===== src/hw/pov_pkg.sv =====
package pov_pkg;

    // the bar sweeps 16 angular sectors per revolution
    localparam int SECTOR_BITS = 4; // width of a sector index
    localparam int SECTORS     = 1 << SECTOR_BITS; // 16 sectors

    localparam int LED_COUNT = 16; // one on/off pixel per LED on the bar

    // revolution counters are 20 bits, which covers about 1M cycles per turn
    localparam int COUNT_BITS = 20;

    // the clean sensor level only moves after this many agreeing samples
    localparam int DEBOUNCE_CYCLES = 4;
    localparam int DEBOUNCE_BITS   = $clog2(DEBOUNCE_CYCLES); // counts 0 to DEBOUNCE_CYCLES-1

    // one host write into the frame memory
    typedef struct packed {
        logic [SECTOR_BITS-1:0] addr;   // sector being written
        logic [LED_COUNT-1:0]   pixels; // msb is the first pixel shifted out
    } frame_write_t;

    // a column read from the frame memory on a sector change
    typedef struct packed {
        logic [SECTOR_BITS-1:0] sector; // sector the pixels belong to
        logic [LED_COUNT-1:0]   pixels; // same bit order as frame_write_t
    } column_t;

    // both structs come out at 20 bits
    localparam int FRAME_WRITE_BITS = $bits(frame_write_t);
    localparam int COLUMN_BITS      = $bits(column_t);

endpackage

===== src/hw/pov_top.sv =====
`timescale 1ns/1ps

module pov_top (
    input  logic                            clk_in,
    input  logic                            rst_in,
    input  logic                            ir_pin,         // raw index sensor
    input  logic                            fb_write_valid, // host frame write strobe
    input  pov_pkg::frame_write_t           fb_write,
    output logic [pov_pkg::COUNT_BITS-1:0]  rev_period,     // last measured revolution
    output logic                            rev_valid,
    output logic [pov_pkg::SECTOR_BITS-1:0] sector,         // current angular sector
    output logic                            led_data,       // to the LED driver chain
    output logic                            led_clk,
    output logic                            led_latch
);

    logic             index_strobe;  // clean rotor index
    logic             sector_strobe; // sector just changed
    logic             column_valid;  // column read from the frame memory
    pov_pkg::column_t column;

    index_sensor i_index_sensor (
        .clk_in       (clk_in),
        .rst_in       (rst_in),
        .ir_pin       (ir_pin),
        .index_strobe (index_strobe)
    );

    angle_tracker i_angle_tracker (
        .clk_in        (clk_in),
        .rst_in        (rst_in),
        .index_strobe  (index_strobe),
        .sector        (sector),
        .sector_strobe (sector_strobe),
        .rev_period    (rev_period),
        .rev_valid     (rev_valid)
    );

    column_buffer i_column_buffer (
        .clk_in         (clk_in),
        .rst_in         (rst_in),
        .fb_write_valid (fb_write_valid),
        .fb_write       (fb_write),
        .sector         (sector),
        .sector_strobe  (sector_strobe),
        .column_valid   (column_valid),
        .column         (column)
    );

    led_shifter i_led_shifter (
        .clk_in       (clk_in),
        .rst_in       (rst_in),
        .column_valid (column_valid),
        .column       (column),
        .led_data     (led_data),
        .led_clk      (led_clk),
        .led_latch    (led_latch)
    );

endmodule


===== src/hw/led_shifter.sv =====
`timescale 1ns/1ps

module led_shifter (
    input  logic             clk_in,
    input  logic             rst_in,
    input  logic             column_valid, // a new column to display
    input  pov_pkg::column_t column,
    output logic             led_data,     // serial pixel, msb first
    output logic             led_clk,      // driver samples led_data on the rising edge
    output logic             led_latch     // one cycle after the 16th bit
);

    logic [pov_pkg::LED_COUNT-1:0]         shift_reg;    // msb is the bit on led_data
    logic [pov_pkg::LED_COUNT-1:0]         pend_pixels;  // column waiting for the current shift
    logic                                  pend_full;    // pend_pixels holds a column
    logic                                  busy;         // a shift is putting bits out
    logic                                  phase;        // 0 while led_clk is low, 1 while high
    logic [$clog2(pov_pkg::LED_COUNT)-1:0] bit_cnt;      // index of the bit on the wire
    logic                                  load_start;   // a shift begins at this edge
    logic                                  bit_done;     // current bit has had both clock phases
    logic                                  last_bit;     // and it was the 16th one
    logic [pov_pkg::LED_COUNT-1:0]         start_pixels; // column the next shift uses

    // the latch cycle counts as idle, so a pending column starts right after it
    assign load_start   = ~busy & (column_valid | pend_full);
    assign start_pixels = column_valid ? column.pixels : pend_pixels; // newest column wins
    assign bit_done     = busy & phase;
    assign last_bit     = bit_done & (bit_cnt == $clog2(pov_pkg::LED_COUNT)'(pov_pkg::LED_COUNT - 1));

    always_ff @(posedge clk_in) begin
        if (rst_in) begin
            busy      <= 1'b0;
            phase     <= 1'b0;
            bit_cnt   <= '0;
            pend_full <= 1'b0;
            led_data  <= 1'b0;
            led_clk   <= 1'b0;
            led_latch <= 1'b0;
        end else begin
            led_latch <= 1'b0;

            if (load_start) begin
                busy      <= 1'b1;
                phase     <= 1'b0;
                bit_cnt   <= '0;
                pend_full <= 1'b0; // the slot either started or got replaced
                led_data  <= start_pixels[pov_pkg::LED_COUNT-1];
                led_clk   <= 1'b0;
            end else if (busy) begin
                if (column_valid) begin
                    pend_full <= 1'b1; // park it until this shift is done
                end
                if (!phase) begin
                    phase   <= 1'b1;
                    led_clk <= 1'b1; // second half of the bit
                end else begin
                    phase   <= 1'b0;
                    led_clk <= 1'b0;
                    if (last_bit) begin
                        busy      <= 1'b0;
                        led_latch <= 1'b1; // 33rd cycle of the shift
                        led_data  <= 1'b0;
                    end else begin
                        bit_cnt  <= bit_cnt + 1'b1;
                        led_data <= shift_reg[pov_pkg::LED_COUNT-2]; // next bit down
                    end
                end
            end
        end
    end

    // pixel storage only moves under the control above
    always_ff @(posedge clk_in) begin
        if (load_start) begin
            shift_reg <= start_pixels;
        end else if (bit_done && !last_bit) begin
            shift_reg <= shift_reg << 1;
        end
        if (busy && column_valid) begin
            pend_pixels <= column.pixels; // a later arrival overwrites the slot
        end
    end

endmodule


===== src/hw/column_buffer.sv =====
`timescale 1ns/1ps

module column_buffer (
    input  logic                            clk_in,
    input  logic                            rst_in,
    input  logic                            fb_write_valid, // host write strobe
    input  pov_pkg::frame_write_t           fb_write,       // sector and pixels to store
    input  logic [pov_pkg::SECTOR_BITS-1:0] sector,         // sector the bar has just entered
    input  logic                            sector_strobe,  // read request
    output logic                            column_valid,   // one cycle after sector_strobe
    output pov_pkg::column_t                column          // pixels for the sector, tagged
);

    // one column of pixels per sector, left as it was at power up
    logic [pov_pkg::LED_COUNT-1:0] frame_mem [pov_pkg::SECTORS];

    always_ff @(posedge clk_in) begin
        if (fb_write_valid) begin
            frame_mem[fb_write.addr] <= fb_write.pixels; // writes never stall
        end
    end

    // a read that hits the sector being written in the same cycle sees the old
    // pixels, since both sides sample on the same edge
    always_ff @(posedge clk_in) begin
        if (sector_strobe) begin
            column.pixels <= frame_mem[sector];
            column.sector <= sector; // tag so the column can be traced downstream
        end
    end

    always_ff @(posedge clk_in) begin
        if (rst_in) begin
            column_valid <= 1'b0;
        end else begin
            column_valid <= sector_strobe; // data and strobe land on the same edge
        end
    end

    // the host can rewrite any sector while the rotor spins, and the change
    // shows up the next time the bar reaches that sector

endmodule


===== src/hw/angle_tracker.sv =====
`timescale 1ns/1ps

module angle_tracker (
    input  logic                            clk_in,
    input  logic                            rst_in,
    input  logic                            index_strobe, // rotor passed the sensor
    output logic [pov_pkg::SECTOR_BITS-1:0] sector,        // current angular sector
    output logic                            sector_strobe, // high in the first cycle of a new sector
    output logic [pov_pkg::COUNT_BITS-1:0]  rev_period,    // cycles in the last revolution
    output logic                            rev_valid      // rev_period was just updated
);

    logic [pov_pkg::COUNT_BITS-1:0] rev_count;         // cycles since the last index, minus one
    logic [pov_pkg::COUNT_BITS-1:0] period_next;       // cycles since the last index
    logic [pov_pkg::COUNT_BITS-1:0] cps_next;          // sector length from the period just ended
    logic [pov_pkg::COUNT_BITS-1:0] cycles_per_sector; // sector length for this revolution
    logic [pov_pkg::COUNT_BITS-1:0] countdown;         // cycles left in the current sector, minus one

    assign period_next = rev_count + 1'b1;
    assign cps_next    = period_next >> pov_pkg::SECTOR_BITS; // period divided by 16

    always_ff @(posedge clk_in) begin
        if (rst_in) begin
            rev_count         <= '0;
            cycles_per_sector <= '0; // no rotation seen yet, so the sector is pinned at 0
            countdown         <= '0;
            sector            <= '0;
            sector_strobe     <= 1'b0;
            rev_valid         <= 1'b0;
        end else begin
            sector_strobe <= 1'b0;
            rev_valid     <= 1'b0;

            if (index_strobe) begin
                // the index locks the display back to sector 0 every revolution
                rev_count         <= '0;
                rev_valid         <= 1'b1;
                cycles_per_sector <= cps_next;
                countdown         <= cps_next - 1'b1; // first step comes cps_next cycles later
                sector            <= '0;
                sector_strobe     <= 1'b1;
            end else begin
                // hold near the top of the range so a stalled rotor can't wrap the period
                if (~&period_next) begin
                    rev_count <= period_next;
                end

                // a slowing rotor parks on the last sector until the next index
                if (cycles_per_sector != '0 && sector != pov_pkg::SECTOR_BITS'(pov_pkg::SECTORS - 1)) begin
                    if (countdown == '0) begin
                        sector        <= sector + 1'b1;
                        sector_strobe <= 1'b1;
                        countdown     <= cycles_per_sector - 1'b1; // reload for the next sector
                    end else begin
                        countdown <= countdown - 1'b1;
                    end
                end
            end
        end
    end

    // the measured period only moves together with rev_valid
    always_ff @(posedge clk_in) begin
        if (index_strobe) begin
            rev_period <= period_next; // count plus one, the whole revolution
        end
    end

    // with period P the sectors last P >> 4 cycles each, and the remainder of P
    // stretches sector 15 up to the next index

endmodule


===== src/hw/index_sensor.sv =====
`timescale 1ns/1ps

module index_sensor (
    input  logic clk_in,
    input  logic rst_in,
    input  logic ir_pin,      // raw and asynchronous to clk_in
    output logic index_strobe // one cycle per clean rising edge
);

    logic sync_1; // first synchronizer stage, may go metastable
    logic sync_2; // second stage, safe to use from here on
    logic [pov_pkg::DEBOUNCE_BITS-1:0] agree_cnt; // samples in a row that differ from clean_level
    logic clean_level; // debounced sensor level
    logic clean_prev;  // clean_level one cycle later, for edge detection

    always_ff @(posedge clk_in) begin
        if (rst_in) begin
            sync_1       <= 1'b0;
            sync_2       <= 1'b0;
            agree_cnt    <= '0;
            clean_level  <= 1'b0;
            clean_prev   <= 1'b0;
            index_strobe <= 1'b0;
        end else begin
            sync_1 <= ir_pin;
            sync_2 <= sync_1;

            // a run of DEBOUNCE_CYCLES differing samples moves the clean level
            // and any sample that matches it again throws the run away
            if (sync_2 != clean_level) begin
                if (agree_cnt == pov_pkg::DEBOUNCE_BITS'(pov_pkg::DEBOUNCE_CYCLES - 1)) begin
                    clean_level <= sync_2; // run complete, accept the new level
                    agree_cnt   <= '0;
                end else begin
                    agree_cnt <= agree_cnt + 1'b1;
                end
            end else begin
                agree_cnt <= '0; // glitch too short, the level stays
            end

            clean_prev   <= clean_level;
            index_strobe <= clean_level & ~clean_prev; // registered, so latency is fixed
        end
    end

    // total latency from a stable pin rise is 2 sync + DEBOUNCE_CYCLES + 1 edge stage,
    // so strobe spacing matches the spacing of the real pin edges

endmodule


===== config.mk =====
export PLATFORM = sky130hd
export DESIGN_NAME = pov_top
export DESIGN_NICKNAME = d
export VERILOG_FILES = /design/src/hw/pov_pkg.sv /design/src/hw/pov_top.sv /design/src/hw/led_shifter.sv /design/src/hw/column_buffer.sv /design/src/hw/angle_tracker.sv /design/src/hw/index_sensor.sv
export SDC_FILE = /design/constraint.sdc
export NUM_CORES = 1
export LEC_CHECK = 0
export BUFFER_PORTS_ARGS = -buffer_cell sky130_fd_sc_hd__buf_2
export CAP_MARGIN = 20
export CELL_PAD_IN_SITES_DETAIL_PLACEMENT = 1
export CELL_PAD_IN_SITES_GLOBAL_PLACEMENT = 1
export CORE_MARGIN = 8
export CORE_UTILIZATION = 50
export CTS_CLUSTER_SIZE = 30
export DETAILED_ROUTE_END_ITERATION = 6
export PLACE_DENSITY = 0.86
export SLEW_MARGIN = 30
export SYNTH_ARGS = -nofsm -noshare
export SYNTH_HDL_FRONTEND = slang
export SYNTH_SLANG_ARGS = --single-unit

===== constraint.sdc =====
create_clock -name clk_in -period 3.5 [get_ports clk_in]
set_input_delay 0.7 -clock clk_in [delete_from_list [all_inputs] [get_ports clk_in]]
set_output_delay 0.7 -clock clk_in [all_outputs]
set_load 0.1 [all_outputs]

==> results.tsv <==
metric	value	unit
critical hold path startpoint	i_index_sensor.clean_prev	
CP Class	reg2reg	
DP HPWL	25200	um
I/O pin cnt	52	
Req. time, crit path	3.97	ns
max reg flops	256	
Ys Warns	0	
Sink Count	402	
worst ir drop on vdd	476	uV
worst-path fanout max	13	
DIE HEIGHT	198	um
Worst setup startpoint	i_angle_tracker.rev_count[7]	
worst min path class	reg2reg	
P_int	7.65	mW
status	completed	
syn nets	1098	
Max clock buf depth	3	
grt total ovfl	0	
Hold Buf Count CTS	0	
synth unique cells	60	
number of H-tree levels	2	
Inst Count DP	1541	
predominant post-synthesis flop cell	edfxtp_1	
Slew Limit Fails	0	
area grow syn2layout	13.5	%
clk_skew	0.0217	ns
TritonCTS clock tree	done	
Post-synth EDFFs	323	
crit path to	i_angle_tracker.countdown[19]	
Worst-Skew Late Latency	0.55	ns
Post-synth ARST share	0	%
width of the die	198	um
Final TNS setup	0	ns
WL final	42200	um
Worst slew margin	38.3	%
CP max stage delay	0.66	ns
core area	0.0325	mm^2
Initial Utilization	50.7	%
Total GRT Usage	21.8	%
Clock Pin Slew Worst Setup and Hold Paths	0.06	ns
max-cap violation count	0	
vias in the first global route	10600	
nets	1178	
Pre-Repair DR Iteration Count	4	
placed inst area	0.0174	mm^2
Gate power share	1.8	%
Mapped Cells	1063	
first-pass GRT wire length	64500	um
postcts setup bufs	0	
Data arrival, critical path	3.73	ns
largest reg by FF count	i_column_buffer.frame_mem	
Yosys top cell area share	58.8	%
Avg Cell Area, Syn	15.5	um^2
leakage	6.27	nW
net switching power	2.03	mW
largest net degree at the start of global routing	55	
Synth area leader	edfxtp_1	
final worst path period share	93.3	%
TritonCTS Buffers	42	
die area	0.0391	mm^2
Switching Fraction	21.0	%
top area cells in the synthesized netlist	edfxtp_1 59%, mux4_2 11%, dfxtp_1 9.6%	
worst path cell trace	nand4_1 -> or4_4 -> xor2_2 -> inv_1 -> nor4b_2 -> nand4_1 -> a211oi_1	
# DRC	0	
unrepaired setup endpoints after global routing	no	
most common cell in the synthesized netlist	edfxtp_1	
initial antenna violation count	0	
Yosys reg bits	402	
DR vias	9822	
Sequential Power Share	54.2	%
r2r endpoint	i_angle_tracker.countdown[19]	
Finish-stage setup viols	0	
Reg-to-Reg Start	i_angle_tracker.rev_count[7]	
clk root buf	clkbuf_16	
IO buf count	51	
Post-Layout Cell Count	1617	
Final Hold Viols	0	
Layout fillers	3084	
mean routed wirelength per cell	26.1	um
antenna viol nets, final	0	
pwr dens	517	mW/mm^2
synth cell count leaders	323 x edfxtp_1, 97 x nor2_1, 80 x mux4_2	
CP max stage cell	dfxtp_1	
final core utilization	57.5	%
post-layout power	9.68	mW
Clock Power Share	44.1	%
number of DRC markers in iteration 0	833	
worst slew pin tran	0.925	ns
fin crit period	3.27	ns
Finished Cell Area	0.0187	mm^2
Critical Path Sink Type	flip-flop	
row cnt	66	
routability congestion estimate	0.822	
CTS resizes	0	
reg2reg path depth	7	
routed vias/inst	6.07	
antenna cells	0	
most frequent CP cell	nand4_1	
Synth Cell Area	0.0165	mm^2
FMAX	0.306	GHz
Seq/Total Area, Yosys	68.4	%
Reg2Reg Setup Slack	0.23	ns
layout cells sized above 1	22.0	%
startpoint types	flip-flop	
-- final cells by class --
class	instances	area, um^2	area share [%]
Clock inverter	27	228	1.22
Clock buffer	49	1080	5.75
Timing Repair Buffer	92	601	3.21
Sequential cell	402	11300	60.3
Multi-Input combinational cell	574	4860	26.0
Inverter	31	116	0.622
Tap cell	442	553	2.95
-- placed cells by master (no fill, tap or decap), types with 5 or more instances in the layout --
cell,instances
clkbuf_1,7
ha_1,11
dfxtp_1,76
and2_1,5
o22ai_1,7
buf_4,38
o221ai_1,10
nor2b_1,7
nand4_1,11
mux2i_1,19
clkinv_1,7
nor3_1,32
a22oi_1,8
a211oi_1,20
nand2b_1,6
o21ai_0,39
or3_1,9
nand2_1,50
mux4_2,80
xor2_1,12
xnor2_1,40
nand3_1,22
clkbuf_16,42
nor3_2,5
inv_1,31
edfxtp_1,323
a32oi_1,5
nor4_1,13
nor2_1,97
clkinv_2,12
buf_2,51
a21oi_1,20
-- metrics by stage --
step | setup WS [ns] | hold slack, ns
final | 0.234 | 0.387
after floorplan | 0.179 | 0.367
after global routing | 0.0362 | 0.396
after detailed placement | 0.335 | 0.383
after global placement | 0.493 | 0.368
after CTS | 0.308 | 0.380
-- kinds of logic after synthesis --
kind of cell               Yosys count  share of synthesized area [%]
AOI/OAI and AO/OA                  126                           4.97
xor gates and xnor gates            53                           2.86
adders and majority gates           11                          0.834
buffers and inverters               87                           2.27
DFF                                402                           68.4
muxes                               99                           12.1
and+or+nand+nor                    285                           8.60
-- power by group through the flow --
stage               logic, mW  registers (mW)  clock network (mW)
floorplan              0.0725            5.33                   0
global placement        0.153            5.33                   0
detailed placement      0.164            5.34                   0
CTS                     0.169            5.24                4.33
global route            0.179            5.24                4.48
finish                  0.170            5.24                4.27
-- metal layers --
metal,vias up,track usage (%),share of wire (%)
met5,-,0,0
met4,0,7.41,2.6
met3,86,3.65,5.7
met2,371,38.1,51
met1,5081,27.3,40
li1,4284,-,-
-- worst max-delay path: cells and delay by family, from the launching register on --
family,cells,cell delay (ns)
AND/OR/NAND/NOR,4,1.88
flip-flops,1,0.66
AO/OA/AOI/OAI,1,0.28
XOR/XNOR,1,0.24
buffers and inverters,1,0.12
-- how the worst min path moves through the flow --
stage	depth (start not counted)	end	slack, ns
2_1_floorplan	1	i_index_sensor.index_strobe	0.37
3_3_place_gp	1	i_index_sensor.index_strobe	0.37
3_5_place_dp	1	i_index_sensor.index_strobe	0.38
4_1_cts	2	i_index_sensor.sync_1	0.38
5_1_grt	2	i_index_sensor.sync_1	0.40
6_report	1	i_index_sensor.index_strobe	0.39
Power figures use the tool's default switching activity.
